--- src/verilog/io_bus_pkg.sv ---
// Bus-level definitions for the peripheral I/O subsystem.
// Covers the request bus widths and types, the region map seen by the
// address decoder and the state encoding of the bridge FSM.
// Other files refer to these by package scope with no import.

package io_bus_pkg;

   // ****************************************
   // Widths and types
   // ****************************************

   localparam int ADDR_W = 16;
   localparam int DATA_W = 32;

   typedef logic [ADDR_W-1:0]   addr_t;
   typedef logic [DATA_W-1:0]   data_t;
   typedef logic [DATA_W/8-1:0] strb_t;

   // ****************************************
   // Region map
   // ****************************************

   // Upper address byte picks the region
   localparam addr_t REGION_MASK = 16'hFF00;

   localparam addr_t SYS_BASE  = 16'h0000;
   localparam addr_t GPIO_BASE = 16'h0100;

   // Read data returned with err for anything outside the map
   localparam data_t UNMAPPED_DATA = 32'hDEAD_BEEF;

   // Bridge FSM states
   typedef enum logic [1:0] {
      IDLE,
      BUS,
      RESP
   } bridge_state_t;

endpackage

--- src/verilog/periph_pkg.sv ---
// Peripheral register map and widths.
// Holds the register offsets inside each region and the pin and counter
// widths used by the timer and GPIO blocks.

package periph_pkg;

   // Offset within a region
   localparam int REG_OFS_W = 8;

   typedef logic [REG_OFS_W-1:0] reg_ofs_t;

   // ****************************************
   // System timer registers
   // ****************************************

   // Bit 0 is the enable
   localparam reg_ofs_t TMR_CTRL  = 8'h00;
   localparam reg_ofs_t TMR_COUNT = 8'h04;
   localparam reg_ofs_t TMR_CMP   = 8'h08;

   typedef logic [31:0] tmr_t;

   // ****************************************
   // GPIO registers
   // ****************************************

   localparam reg_ofs_t GPIO_OUT = 8'h00;
   localparam reg_ofs_t GPIO_OE  = 8'h04;
   // Read only
   localparam reg_ofs_t GPIO_IN  = 8'h08;

   localparam int GPIO_W = 32;

   typedef logic [GPIO_W-1:0] gpio_t;

endpackage

--- src/verilog/bus_bridge_fsm.sv ---
// Request/response bridge onto the internal register bus.
// Accepts one valid/ready request at a time, runs a single strobed bus
// cycle and holds the result on the response channel until it is taken.
// Read data is forced to zero in responses to writes.

`timescale 1ns/100ps

module bus_bridge_fsm (
   input  logic               clk,
   input  logic               i_arst_n,
   input  logic               i_req_valid,
   input  logic               i_req_we,
   input  io_bus_pkg::addr_t  i_req_addr,
   input  io_bus_pkg::data_t  i_req_wdata,
   input  io_bus_pkg::strb_t  i_req_strb,
   output logic               o_req_ready,
   output logic               o_rsp_valid,
   output io_bus_pkg::data_t  o_rsp_rdata,
   output logic               o_rsp_err,
   input  logic               i_rsp_ready,
   output logic               o_bus_stb,
   output logic               o_bus_we,
   output io_bus_pkg::addr_t  o_bus_addr,
   output io_bus_pkg::data_t  o_bus_wdata,
   output io_bus_pkg::strb_t  o_bus_strb,
   input  logic               i_bus_ack,
   input  logic               i_bus_err,
   input  io_bus_pkg::data_t  i_bus_rdata
);

   io_bus_pkg::bridge_state_t state;

   logic req_acc;
   logic bus_done;
   logic rsp_done;

   assign o_req_ready = (state == io_bus_pkg::IDLE);
   assign o_rsp_valid = (state == io_bus_pkg::RESP);

   assign req_acc  = i_req_valid & o_req_ready;
   assign bus_done = (state == io_bus_pkg::BUS) & i_bus_ack;
   assign rsp_done = o_rsp_valid & i_rsp_ready;

   // ****************************************
   // State and strobe
   // ****************************************

   always_ff @(posedge clk or negedge i_arst_n) begin
      if (!i_arst_n) begin
         state     <= io_bus_pkg::IDLE;
         o_bus_stb <= 1'b0;
      end else begin
         // One-cycle strobe on the accepting edge
         o_bus_stb <= req_acc;
         case (state)
            io_bus_pkg::IDLE: if (req_acc)  state <= io_bus_pkg::BUS;
            io_bus_pkg::BUS:  if (bus_done) state <= io_bus_pkg::RESP;
            io_bus_pkg::RESP: if (rsp_done) state <= io_bus_pkg::IDLE;
            default:                        state <= io_bus_pkg::IDLE;
         endcase
      end
   end

   // Request fields held for the whole bus cycle
   always_ff @(posedge clk) begin
      if (req_acc) begin
         o_bus_we    <= i_req_we;
         o_bus_addr  <= i_req_addr;
         o_bus_wdata <= i_req_wdata;
         o_bus_strb  <= i_req_strb;
      end
   end

   // Response captured on ack and held until taken
   always_ff @(posedge clk) begin
      if (bus_done) begin
         o_rsp_rdata <= o_bus_we ? '0 : i_bus_rdata;
         o_rsp_err   <= i_bus_err;
      end
   end

endmodule

--- src/verilog/periph_decode.sv ---
// Address decoder for the internal register bus.
// Steers the bridge strobe to the timer or GPIO region, passes the low
// register offset to both and merges their acks and read data back.
// Unmapped addresses get a registered error ack carrying UNMAPPED_DATA.

`timescale 1ns/100ps

module periph_decode (
   input  logic                  clk,
   input  logic                  i_arst_n,
   input  logic                  i_bus_stb,
   input  io_bus_pkg::addr_t     i_bus_addr,
   output logic                  o_sys_stb,
   output logic                  o_gpio_stb,
   output periph_pkg::reg_ofs_t  o_ofs,
   input  logic                  i_sys_ack,
   input  io_bus_pkg::data_t     i_sys_rdata,
   input  logic                  i_gpio_ack,
   input  io_bus_pkg::data_t     i_gpio_rdata,
   output logic                  o_bus_ack,
   output logic                  o_bus_err,
   output io_bus_pkg::data_t     o_bus_rdata
);

   io_bus_pkg::addr_t region;

   logic sys_hit;
   logic gpio_hit;
   logic err_ack;

   assign region   = i_bus_addr & io_bus_pkg::REGION_MASK;
   assign sys_hit  = (region == io_bus_pkg::SYS_BASE);
   assign gpio_hit = (region == io_bus_pkg::GPIO_BASE);

   assign o_sys_stb  = i_bus_stb & sys_hit;
   assign o_gpio_stb = i_bus_stb & gpio_hit;
   assign o_ofs      = i_bus_addr[periph_pkg::REG_OFS_W-1:0];

   // Stand-in slave for addresses outside both regions
   always_ff @(posedge clk or negedge i_arst_n) begin
      if (!i_arst_n) begin
         err_ack <= 1'b0;
      end else begin
         err_ack <= i_bus_stb & ~sys_hit & ~gpio_hit;
      end
   end

   assign o_bus_ack = i_sys_ack | i_gpio_ack | err_ack;
   assign o_bus_err = err_ack;

   // Only one source can ack in a given cycle
   always_comb begin
      if (err_ack) begin
         o_bus_rdata = io_bus_pkg::UNMAPPED_DATA;
      end else if (i_sys_ack) begin
         o_bus_rdata = i_sys_rdata;
      end else if (i_gpio_ack) begin
         o_bus_rdata = i_gpio_rdata;
      end else begin
         o_bus_rdata = '0;
      end
   end

endmodule

--- src/verilog/sys_timer.sv ---
// System timer with compare interrupt.
// A 32-bit count runs while CTRL bit 0 is set. o_timer_irq is raised,
// one edge late, whenever the count is at or above the compare value.
// Registers are written with byte strobes and every strobe is acked
// one cycle later.

`timescale 1ns/100ps

module sys_timer (
   input  logic                  clk,
   input  logic                  i_arst_n,
   input  logic                  i_stb,
   input  logic                  i_we,
   input  periph_pkg::reg_ofs_t  i_ofs,
   input  io_bus_pkg::data_t     i_wdata,
   input  io_bus_pkg::strb_t     i_strb,
   output logic                  o_ack,
   output io_bus_pkg::data_t     o_rdata,
   output logic                  o_timer_irq
);

   logic              tmr_en;
   periph_pkg::tmr_t  count;
   periph_pkg::tmr_t  cmp;
   io_bus_pkg::data_t wmask;

   logic wr;

   assign wr    = i_stb & i_we;
   assign wmask = {{8{i_strb[3]}}, {8{i_strb[2]}}, {8{i_strb[1]}}, {8{i_strb[0]}}};

   // ****************************************
   // Registers and counter
   // ****************************************

   always_ff @(posedge clk or negedge i_arst_n) begin
      if (!i_arst_n) begin
         tmr_en      <= 1'b0;
         count       <= '0;
         cmp         <= '1;
         o_timer_irq <= 1'b0;
         o_ack       <= 1'b0;
      end else begin
         o_ack       <= i_stb;
         o_timer_irq <= (count >= cmp);

         if (wr && i_ofs == periph_pkg::TMR_CTRL && i_strb[0]) begin
            tmr_en <= i_wdata[0];
         end

         // Bus write wins over the increment
         if (wr && i_ofs == periph_pkg::TMR_COUNT) begin
            count <= (count & ~wmask) | (i_wdata & wmask);
         end else if (tmr_en) begin
            count <= count + 1'b1;
         end

         if (wr && i_ofs == periph_pkg::TMR_CMP) begin
            cmp <= (cmp & ~wmask) | (i_wdata & wmask);
         end
      end
   end

   // Offsets not in the map read back as zero
   always_ff @(posedge clk) begin
      if (i_stb) begin
         case (i_ofs)
            periph_pkg::TMR_CTRL:  o_rdata <= {31'd0, tmr_en};
            periph_pkg::TMR_COUNT: o_rdata <= count;
            periph_pkg::TMR_CMP:   o_rdata <= cmp;
            default:               o_rdata <= '0;
         endcase
      end
   end

endmodule

--- src/verilog/gpio_regs.sv ---
// GPIO register block.
// OUT and OE drive the output and output-enable pins directly. Input pins
// go through a two-flop synchroniser and are read back at GPIO_IN.
// Writes use byte strobes; each strobe is acked one cycle later.

`timescale 1ns/100ps

module gpio_regs (
   input  logic                  clk,
   input  logic                  i_arst_n,
   input  logic                  i_stb,
   input  logic                  i_we,
   input  periph_pkg::reg_ofs_t  i_ofs,
   input  io_bus_pkg::data_t     i_wdata,
   input  io_bus_pkg::strb_t     i_strb,
   output logic                  o_ack,
   output io_bus_pkg::data_t     o_rdata,
   input  periph_pkg::gpio_t     i_gpio_in,
   output periph_pkg::gpio_t     o_gpio_out,
   output periph_pkg::gpio_t     o_gpio_oe
);

   periph_pkg::gpio_t in_meta;
   periph_pkg::gpio_t in_sync;
   io_bus_pkg::data_t wmask;

   logic wr;

   assign wr    = i_stb & i_we;
   assign wmask = {{8{i_strb[3]}}, {8{i_strb[2]}}, {8{i_strb[1]}}, {8{i_strb[0]}}};

   always_ff @(posedge clk or negedge i_arst_n) begin
      if (!i_arst_n) begin
         o_gpio_out <= '0;
         o_gpio_oe  <= '0;
         in_meta    <= '0;
         in_sync    <= '0;
         o_ack      <= 1'b0;
      end else begin
         o_ack   <= i_stb;
         // Pin change visible at GPIO_IN two edges later
         in_meta <= i_gpio_in;
         in_sync <= in_meta;
         if (wr && i_ofs == periph_pkg::GPIO_OUT) begin
            o_gpio_out <= (o_gpio_out & ~wmask) | (i_wdata & wmask);
         end
         if (wr && i_ofs == periph_pkg::GPIO_OE) begin
            o_gpio_oe <= (o_gpio_oe & ~wmask) | (i_wdata & wmask);
         end
      end
   end

   always_ff @(posedge clk) begin
      if (i_stb) begin
         case (i_ofs)
            periph_pkg::GPIO_OUT: o_rdata <= o_gpio_out;
            periph_pkg::GPIO_OE:  o_rdata <= o_gpio_oe;
            periph_pkg::GPIO_IN:  o_rdata <= in_sync;
            default:              o_rdata <= '0;
         endcase
      end
   end

endmodule

--- src/verilog/io_subsys_top.sv ---
// Peripheral I/O subsystem top level.
// Request and response channels enter the bridge, which drives the
// internal register bus through the decoder to the timer and GPIO blocks.
// GPIO pins are split into input, output and output-enable vectors.

`timescale 1ns/100ps

module io_subsys_top (
   input  logic               clk,
   input  logic               i_arst_n,
   input  logic               i_req_valid,
   input  logic               i_req_we,
   input  io_bus_pkg::addr_t  i_req_addr,
   input  io_bus_pkg::data_t  i_req_wdata,
   input  io_bus_pkg::strb_t  i_req_strb,
   output logic               o_req_ready,
   output logic               o_rsp_valid,
   output io_bus_pkg::data_t  o_rsp_rdata,
   output logic               o_rsp_err,
   input  logic               i_rsp_ready,
   output logic               o_timer_irq,
   input  periph_pkg::gpio_t  i_gpio_in,
   output periph_pkg::gpio_t  o_gpio_out,
   output periph_pkg::gpio_t  o_gpio_oe
);

   // Bridge side of the register bus
   logic                  bus_stb;
   logic                  bus_we;
   io_bus_pkg::addr_t     bus_addr;
   io_bus_pkg::data_t     bus_wdata;
   io_bus_pkg::strb_t     bus_strb;
   logic                  bus_ack;
   logic                  bus_err;
   io_bus_pkg::data_t     bus_rdata;

   // Decoded slave side
   logic                  sys_stb;
   logic                  sys_ack;
   io_bus_pkg::data_t     sys_rdata;
   logic                  gpio_stb;
   logic                  gpio_ack;
   io_bus_pkg::data_t     gpio_rdata;
   periph_pkg::reg_ofs_t  ofs;

   bus_bridge_fsm bridge0 (
      .clk (clk), .i_arst_n (i_arst_n),
      .i_req_valid (i_req_valid), .i_req_we (i_req_we), .i_req_addr (i_req_addr),
      .i_req_wdata (i_req_wdata), .i_req_strb (i_req_strb), .o_req_ready (o_req_ready),
      .o_rsp_valid (o_rsp_valid), .o_rsp_rdata (o_rsp_rdata), .o_rsp_err (o_rsp_err),
      .i_rsp_ready (i_rsp_ready),
      .o_bus_stb (bus_stb), .o_bus_we (bus_we), .o_bus_addr (bus_addr),
      .o_bus_wdata (bus_wdata), .o_bus_strb (bus_strb),
      .i_bus_ack (bus_ack), .i_bus_err (bus_err), .i_bus_rdata (bus_rdata)
   );

   periph_decode decode0 (
      .clk (clk), .i_arst_n (i_arst_n),
      .i_bus_stb (bus_stb), .i_bus_addr (bus_addr),
      .o_sys_stb (sys_stb), .o_gpio_stb (gpio_stb), .o_ofs (ofs),
      .i_sys_ack (sys_ack), .i_sys_rdata (sys_rdata),
      .i_gpio_ack (gpio_ack), .i_gpio_rdata (gpio_rdata),
      .o_bus_ack (bus_ack), .o_bus_err (bus_err), .o_bus_rdata (bus_rdata)
   );

   sys_timer timer0 (
      .clk (clk), .i_arst_n (i_arst_n),
      .i_stb (sys_stb), .i_we (bus_we), .i_ofs (ofs),
      .i_wdata (bus_wdata), .i_strb (bus_strb),
      .o_ack (sys_ack), .o_rdata (sys_rdata), .o_timer_irq (o_timer_irq)
   );

   gpio_regs gpio0 (
      .clk (clk), .i_arst_n (i_arst_n),
      .i_stb (gpio_stb), .i_we (bus_we), .i_ofs (ofs),
      .i_wdata (bus_wdata), .i_strb (bus_strb),
      .o_ack (gpio_ack), .o_rdata (gpio_rdata),
      .i_gpio_in (i_gpio_in), .o_gpio_out (o_gpio_out), .o_gpio_oe (o_gpio_oe)
   );

endmodule

--- config.mk ---
export PLATFORM = sky130hd
export DESIGN_NAME = io_subsys_top
export DESIGN_NICKNAME = d
export VERILOG_FILES = /design/src/verilog/io_bus_pkg.sv /design/src/verilog/periph_pkg.sv /design/src/verilog/bus_bridge_fsm.sv /design/src/verilog/periph_decode.sv /design/src/verilog/sys_timer.sv /design/src/verilog/gpio_regs.sv /design/src/verilog/io_subsys_top.sv
export SDC_FILE = /design/constraint.sdc
export NUM_CORES = 1
export LEC_CHECK = 0
export BUFFER_PORTS_ARGS = -buffer_cell sky130_fd_sc_hd__buf_2
export CAP_MARGIN = 5
export CORE_ASPECT_RATIO = 2
export CORE_UTILIZATION = 35
export DETAILED_ROUTE_END_ITERATION = 8
export PLACE_DENSITY = 0.59
export RECOVER_POWER = 25
export SETUP_SLACK_MARGIN = 0.05
export SYNTH_ARGS = -nofsm -noshare
export SYNTH_HDL_FRONTEND = slang
export SYNTH_SLANG_ARGS = --single-unit
--- constraint.sdc ---
create_clock -name clk -period 8.63 [get_ports clk]
set_input_delay 0 -clock clk [delete_from_list [all_inputs] [get_ports clk]]
set_output_delay 0 -clock clk [all_outputs]
set_load 0.01 [all_outputs]
==> metrics.yaml, run 1 <==
switching_share_pct: 23.8
final_nets: 1503
clock-sinks: 350
hold_viol: 0
cp.required_ns: 9.15
layout-drive-gt1-share_pct: 25.7
grtUsageMet2_pct: 38.3
layout.cells.most_common: "dfrtp_1"
grt_overflow: 0
cts_hold_buf: 90
leakage_nw: 7.32
clkLatencyLatePin_ns: 0.53
grt_start_max_net_pins: 78
violations: "max-capacitance violations, max-slew violations"
use_met3_pct: 2.72
die_h_um: 290
ant_nets: 0
critical_path.max_fanout: 77
syn_inst: 1102
grt_pass1_wl_um: 63100
clock_tree.root_cell: "clkbuf_16"
crit_path_end_kind: "asynchronous set/reset pin"
hp-class: "in2reg"
slew_violations: 58
fin_crit_sh_pct: 43.0
num_rows: 105
hpwl_um: 29100
cts_tree: "done"
grt_pass1_vias: 10597
vias: 9943
finalPower_w: 0.00383
yosys_warnings: 0
slew_headroom_pct: -10.5
cpPeakStageDelay_ns: 1.19
synth_seq_area_share_pct: 65.9
start_kind: "input pin"
grt_setup_unrepaired: "no"
layout_common_cells: "dfrtp_1 (168), edfxtp_1 (150), buf_2 (143)"
worstPathCellList: "dlygate4sd3_1, dlygate4sd3_1, clkbuf_1, buf_4, buf_4"
first_iter_violations: 398
critPathKind: "in2async"
cp.arrival_ns: 4.24
drc_errors: 0
die_w_um: 146
cts_resized: 0
fin_skew_ns: 0.0198
tns_ns: 0
cts_buffers: 34
fin_util_pct: 44.2
synth_area_per_cell_um2: 13.1
final_area_um2: 18100
place_area_um2: 16000
setup_viol: 0
status: "finished, violations left"
synth_edf_count: 150
maxCapViolCount: 2
die-area_um2: 42300
synthArstFlopShare_pct: 57.1
ir_worst_vdd_mv: 0.151
critPathSlowestCell: "clkbuf_1"
io_pins: 189
grt_use_met1_pct: 21.3
max-clock-path-buffers: 3
diodes: 0
dr.pass1.iters: 5
core-area_um2: 40900
synth.distinct_cells: 64
fmax_ghz: 0.269
power_frac_seq_pct: 50.3
p_switching_w: 0.000913
worst_slew_pin_slew_ns: 1.66
initial_core_util_pct: 35.5
p_int_w: 0.00292
vias_per_cell: 5.12
clk_pin_slew_worst_paths_ns: 0.06
synth_fp_nets: 1224
grt.total_usage_pct: 19.8
combinationalPowerShare_pct: 7.9
grt_antenna_before_repair: 1
grt.busiest_layer: "met2"
p_per_area_nw_per_um2: 212
htreeDepth: 2
clkPwrFrac_pct: 41.8
ys_seq_elements: 350
globalplace.congestion: 0.909
routed_wl_um: 41200
area_delta_synth_final_pct: 24.7
ys_dominant_reg_cell: "dfrtp_1"
syn-cell-area_um2: 14500
wl_per_cell_um: 21.2
io_buffers: 188
final.min_clock_period_ns: 3.71
cts_setup_buffers: 0
==> kinds of logic after synthesis <==
family                   Yosys count  synth area share, %
flip-flops                       350                 65.9
adder cells (fa/ha/maj)           33                 2.85
AND/OR/NAND/NOR                  294                 9.67
multiplexers                     131                 9.88
XOR/XNOR                           1               0.0605
buffers and inverters             95                 2.62
AO/OA/AOI/OAI                    198                 9.00
==> cell usage after synthesis, drive strengths merged, types with 24 or more instances <==
cell type,instances,share of area [%]
dfstp,32,5.8
mux2,96,7.5
nor2,124,3.2
mux2i,35,2.4
nand3,28,0.97
nand2,62,1.6
edfxtp,150,31
o21ai,41,1.4
inv,44,1.1
a21oi,61,2.1
ha,33,2.9
clkbuf,31,0.80
a221oi,24,1.5
dfrtp,168,29
==> power by group through the flow <==
stage               logic (W)  registers, W  clock network (W)
global route         0.000337       0.00194            0.00170
detailed placement   0.000285       0.00196                  0
CTS                  0.000317       0.00193            0.00165
global placement     0.000281       0.00196                  0
finish               0.000304       0.00193            0.00160
floorplan            0.000140       0.00194                  0
==> stage by stage <==
stage / hold slack (ns) / instances / setup WS, ns
2_1_floorplan: -0.296 / 1102 / 5.02
3_3_place_gp: -0.0178 / 1790 / 5.12
3_5_place_dp: -0.0143 / 1790 / 5.03
4_1_cts: 0.0875 / 1942 / 5.03
5_1_grt: 0.108 / 1942 / 4.26
6_report: 0.110 / 1942 / 4.92
==> per-layer routing <==
metal	part of all wire [%]	vias to the layer above	wire, µm
li1	-	4601	-
met1	37	4976	15400
met2	55	274	22600
met3	4.0	92	1640
met4	4.0	0	1650
met5	0	-	0
==> critical path: cells and delay by family <==
family | cells | cell delay (ns)
buffers and inverters | 5 | 4.11
==> final timing paths <==
path	start	end	slack (ns)	depth (start not counted)
setup / recovery	i_arst_n	asynchronous set/reset pin	4.92	5
hold / removal	i_gpio_in[14]	gpio0.in_meta[14]	0.11	2
setup reg to reg	bridge0.o_bus_we	flop	5.08	5
hold reg to reg	gpio0.in_meta[24]	gpio0.in_sync[24]	0.34	0
max in group clk	bridge0.o_bus_we	flop	5.08	5
min in group asynchronous	i_arst_n	asynchronous set/reset pin	0.98	3
==> final cells by class <==
cell class	count	area, µm²
fillers	3822	22800
flip-flops and latches	350	9550
multi-input cells	657	4580
repair buffers	294	1900
clock buffers	50	1040
well taps	535	669
inverters	44	165
clock inverters	12	161
Power figures use the tool's default switching activity.
==> run 2: changes to the inputs <==
- PLACE_DENSITY: 0.59 -> 0.61
- clock period: 8.63 -> 3.1 ns (I/O delays scaled with it)
==> metrics.yaml, run 2 (synthesis gave the netlist of run 1 again) <==
die_w_um: 146  # unchanged
io_buffers: 188  # unchanged
clock_tree.root_cell: "clkbuf_16"
slew_violations: 90  # +55%
layout-drive-gt1-share_pct: 29.7  # +4.1 points
clk_pin_slew_worst_paths_ns: 0.06  # about the same
final_nets: 1523  # +1.3%
cp.arrival_ns: 3.24  # -1.00 ns
clkPwrFrac_pct: 40.2  # -1.6 points
worst_slew_pin_slew_ns: 2.43  # +0.768 ns
layout_common_cells: "buf_2 (175), dfrtp_1 (168), edfxtp_1 (150)"
layout.cells.most_common: "buf_2"
start_kind: "flop"
maxCapViolCount: 1  # -1
wl_per_cell_um: 20.9  # -1.5%
vias_per_cell: 5.07  # -1.0%
fin_ws_ns: 0.279  # -4.64 ns
grt_start_max_net_pins: 91  # +17%
diodes: 0  # unchanged
p_per_area_nw_per_um2: 574  # +170%
hold_viol: 0  # unchanged
switching_share_pct: 24.7  # +0.87 points
combinationalPowerShare_pct: 8.4  # +0.5 points
area_delta_synth_final_pct: 25.6
stdcell_count: 1961  # +0.98%
fin_crit_sh_pct: 91.0
cts_tree: "done"
violations: "max-capacitance violations, max-slew violations"
drc_errors: 0  # unchanged
ant_nets: 0  # unchanged
dpl_worst_slack_ns: 0.293  # -4.73 ns
p_switching_w: 0.00258  # +180%
fmax_ghz: 0.354
grt_overflow: 0  # unchanged
clkLatencyLatePin_ns: 0.53  # about the same
grt.total_usage_pct: 19.7  # -0.079 points
fin_skew_ns: 0.0256  # +0.00587 ns
die-area_um2: 42300  # unchanged
globalplace.congestion: 0.896  # -1.4%
initial_core_util_pct: 35.5  # unchanged
grt_pass1_wl_um: 63000  # -0.28%
critPathKind: "reg2reg"
routed_wl_um: 41000  # -0.58%
dr.pass1.iters: 4  # -1
critical_path.max_fanout: 8  # -90%
final.min_clock_period_ns: 2.82
p_int_w: 0.00786  # +170%
leakage_nw: 7.49  # +2.4%
die_h_um: 290  # unchanged
power_frac_seq_pct: 51.4  # +1.1 points
r2r_slack_ns: 0.28  # -4.80 ns
hpwl_um: 29900  # +2.8%
max-clock-path-buffers: 3  # unchanged
first_iter_violations: 440  # +11%
ir_worst_vdd_mv: 0.390  # +160%
core-area_um2: 40900  # unchanged
crit_path_end_kind: "flop"
cp.required_ns: 3.52  # -5.63 ns
hp-class: "in2reg"
grt_pass1_vias: 10605  # +0.075%
cts_buffers: 34  # unchanged
grt_setup_unrepaired: "no"
htreeDepth: 2  # unchanged
status: "finished, violations left"
vias: 9939  # -0.040%
tns_ns: 0  # unchanged
fin_util_pct: 44.5  # +0.35 points
cts_hold_buf: 88  # -2.2%
num_rows: 105  # unchanged
slew_headroom_pct: -61.8  # -51 points
placed_cells: 1812  # +1.2%
setup_viol: 0  # unchanged
cts_setup_buffers: 0  # unchanged
cts_resized: 0  # unchanged
grt_antenna_before_repair: 0  # -1
clock-sinks: 350  # unchanged
io_pins: 189  # unchanged
-- run 2: cell types whose count changed in the layout (fill, tap and decap cells not counted), sizes merged --
cell / before / now
clkbuf: 97 / 59
inv: 45 / 49
bufinv: 4 / 1
dlygate4sd3: 89 / 88
clkinvlp: 0 / 2
buf: 158 / 213
-- run 2: final timing paths --
check	start	end	cells past startpoint
max	bridge0.o_bus_addr[13]	flop	6
min	i_gpio_in[11]	gpio0.in_meta[11]	2
min reg2reg	gpio0.in_meta[24]	gpio0.in_sync[24]	0
max in group asynchronous	i_arst_n	asynchronous set/reset pin	2
min in group asynchronous	i_arst_n	gpio0.in_meta[20]	2
max reg2reg	bridge0.o_bus_addr[13]	flop	6
-- run 2: routing by layer --
| metal | up-vias | GRT usage, % | part of all wire (%) |
|---|---|---|---|
| met4 | 0 | 10.2 | 4.8 |
| met5 | - | 0 | 0 |
| met2 | 260 | 37.5 | 55 |
| met3 | 88 | 2.45 | 3.7 |
| met1 | 4947 | 21.3 | 37 |
| li1 | 4644 | - | - |
-- run 2: metrics by stage --
step	hold WS, ns	area (µm²)	power [W]
after floorplan	-0.296	14500	0.00578
after global placement	0.0987	16200	0.00626
after detailed placement	0.107	16200	0.00628
after CTS	0.0772	18200	0.0106
after global routing	0.0889	18200	0.0108
final	0.0956	18200	0.0104
-- run 2: power by group through the flow --
stage | clock network [W] | logic, W | registers [W]
after floorplan | 0 | 0.000391 | 0.00539
after global placement | 0 | 0.000794 | 0.00546
after detailed placement | 0 | 0.000806 | 0.00547
after CTS | 0.00431 | 0.000894 | 0.00538
after global routing | 0.00447 | 0.000959 | 0.00540
final | 0.00420 | 0.000873 | 0.00537
-- run 2: cell type report --
| type | count | area, µm² |
|---|---|---|
| fillers | 3723 | 22700 |
| flip-flops and latches | 350 | 9550 |
| repair buffers | 314 | 2110 |
| clock inverters | 15 | 126 |
| inverters | 44 | 165 |
| well taps | 535 | 669 |
| clock buffers | 46 | 998 |
| multi-input cells | 657 | 4590 |
-- run 2: critical path, stage by stage (launching register included) --
cell and delay, ns:
edfxtp_1 0.37, or4_4 0.59, or4_1 0.53, nor4_2 0.15
buf_4 0.21, and2_1 0.46, mux2_2 0.39
==> run 3: changes to the inputs <==
- CORE_UTILIZATION: 35 -> 30
- PLACE_DENSITY: 0.61 -> 0.55
==> metrics.yaml, run 3 (synthesis gave the netlist of run 1 again) <==
globalplace.congestion: 0.906  # +1.0%
io_pins: 189  # unchanged
hold_viol: 0  # unchanged
hpwl_um: 31100  # +3.8%
p_per_area_nw_per_um2: 568  # -0.91%
diodes: 0  # unchanged
layout.cells.most_common: "buf_2"
drc_errors: 0  # unchanged
fillers: 4680  # +26%
startpoint: "bridge0.o_bus_addr[9]"
io_buffers: 188  # unchanged
layout_common_cells: "buf_2 (176), dfrtp_1 (168), edfxtp_1 (150)"
die_w_um: 157  # +7.9%
fin_skew_ns: 0.0190  # -0.00662 ns
grt_setup_unrepaired: "no"
start_kind: "flop"
hp-class: "in2reg"
multiInputGateArea_um2: 4590  # +0.11%
cp.required_ns: 3.50  # -0.02 ns
routed_wl_um: 41800  # +2.0%
area_delta_synth_final_pct: 26.5
grt_pass1_wl_um: 64500  # +2.4%
slew_headroom_pct: -51.9  # +9.9 points
clkLatencyLatePin_ns: 0.53  # about the same
status: "finished, violations left"
clock_tree.root_cell: "clkbuf_16"
p_int_w: 0.00790  # +0.46%
htreeDepth: 2  # unchanged
r2r_cells: 6  # unchanged
switching_share_pct: 24.2  # -0.54 points
p_switching_w: 0.00252  # -2.4%
place_area_um2: 16300  # +0.78%
first_iter_violations: 466  # +5.9%
fmax_ghz: 0.354  # -0.16%
critical_path.max_fanout: 8  # unchanged
die_h_um: 313  # +8.0%
regArea_um2: 9550  # unchanged
tns_ns: 0  # unchanged
ir_worst_vdd_mv: 0.404  # +3.5%
crit_path_end_kind: "flop"
ant_nets: 0  # unchanged
grt_start_max_net_pins: 82  # -9.9%
core-area_um2: 47500  # +16%
num_rows: 113  # +7.6%
stdcell_count: 2058  # +4.9%
cts_tree: "done"
maxCapViolCount: 1  # unchanged
grt_antenna_before_repair: 1  # +1
hold_start: "i_gpio_in[1]"
die-area_um2: 49200  # +16%
power_frac_seq_pct: 51.8  # +0.4 points
slew_violations: 81  # -10%
cp.arrival_ns: 3.23  # about the same
clk_pin_slew_worst_paths_ns: 0.06  # about the same
cts_buffers: 34  # unchanged
worstPathCellList: "or4b_1, or4_1, nor4_2, buf_4, and2_1, mux2_2"
final_area_um2: 18300  # +0.66%
setup_viol: 0  # unchanged
vias: 9841  # -0.99%
placed_cells: 1909  # +5.4%
cpPeakStageDelay_ns: 0.61  # +0.02 ns
wl_per_cell_um: 20.3  # -2.8%
r2r_slack_ns: 0.27  # about the same
clock-sinks: 350  # unchanged
layout-drive-gt1-share_pct: 29.2  # -0.49 points
max-clock-path-buffers: 3  # unchanged
final_nets: 1523  # unchanged
critPathKind: "reg2reg"
violations: "max-capacitance violations, max-slew violations"
final.min_clock_period_ns: 2.83  # +0.00457 ns
dr.pass1.iters: 5  # +1
grt_pass1_vias: 10655  # +0.47%
grt.total_usage_pct: 17.6  # -2.2 points
fin_crit_sh_pct: 91.2  # +0.15 points
worst_slew_pin_slew_ns: 2.28  # -0.148 ns
leakage_nw: 7.49  # -0.11%
r2r-start: "bridge0.o_bus_addr[9]"
initial_core_util_pct: 30.5  # -5.0 points
cts_setup_buffers: 0  # unchanged
critPathSlowestCell: "or4b_1"
clkPwrFrac_pct: 40.2  # about the same
combinationalPowerShare_pct: 8.0  # -0.4 points
vias_per_cell: 4.78  # -5.7%
grt_overflow: 0  # unchanged
-- run 3: timing repair --
action | CTS | global route
gates resized for setup | 0 | 0
endpoints found under the hold margin | 165 | 0
hold buffers | 88 | 0
setup endpoints to repair | 0 | 0
-- run 3: power by group through the flow --
| stage | clock [W] | combinational [W] | sequential [W] |
|---|---|---|---|
| after floorplan | 0 | 0.000391 | 0.00539 |
| final | 0.00419 | 0.000828 | 0.00540 |
| after CTS | 0.00433 | 0.000860 | 0.00541 |
| after detailed placement | 0 | 0.000772 | 0.00550 |
| after global routing | 0.00448 | 0.000926 | 0.00543 |
| after global placement | 0 | 0.000755 | 0.00550 |
-- run 3: worst min-delay path by stage --
stage / slack, ns / to / cells past startpoint
final: 0.10 / gpio0.in_meta[1] / 2
after global routing: 0.10 / gpio0.in_meta[3] / 2
after CTS: 0.07 / gpio0.in_meta[1] / 2
after detailed placement: 0.10 / gpio0.in_sync[7] / 1
after global placement: 0.11 / gpio0.in_sync[3] / 1
after floorplan: -0.30 / asynchronous set/reset pin / 0
-- run 3: layout make-up --
class | count | share of cell area [%]
inverters | 44 | 0.901
well taps | 632 | 4.32
clock inverters | 10 | 0.458
clock buffers | 51 | 5.67
repair buffers | 314 | 11.5
multi-input cells | 657 | 25.1
flip-flops and latches | 350 | 52.1
-- run 3: through the flow --
step                worst slack (ns)  total power, W  util (%)  hold WS, ns
floorplan                     0.0496         0.00578         -       -0.296
global placement               0.348         0.00625      34.4        0.107
detailed placement             0.301         0.00627      34.4        0.102
CTS                            0.273          0.0106      38.6       0.0737
global route                   0.187          0.0108      38.6        0.104
finish                         0.274          0.0104      38.6        0.104
-- run 3: layer usage --
metal | vias to the layer above | track usage (%) | wire [µm]
met4 | 0 | 7.86 | 1670
li1 | 4629 | - | -
met2 | 256 | 31.8 | 22200
met5 | - | 0 | 0
met3 | 70 | 2.42 | 1650
met1 | 4886 | 20.3 | 16300
-- run 3: critical path, delay by kind of cell, from the launching register on --
| family | cells | cell delay (ns) |
|---|---|---|
| flip-flops | 1 | 0.41 |
| buffers and inverters | 1 | 0.21 |
| multiplexers | 1 | 0.38 |
| AND/OR/NAND/NOR | 4 | 1.68 |
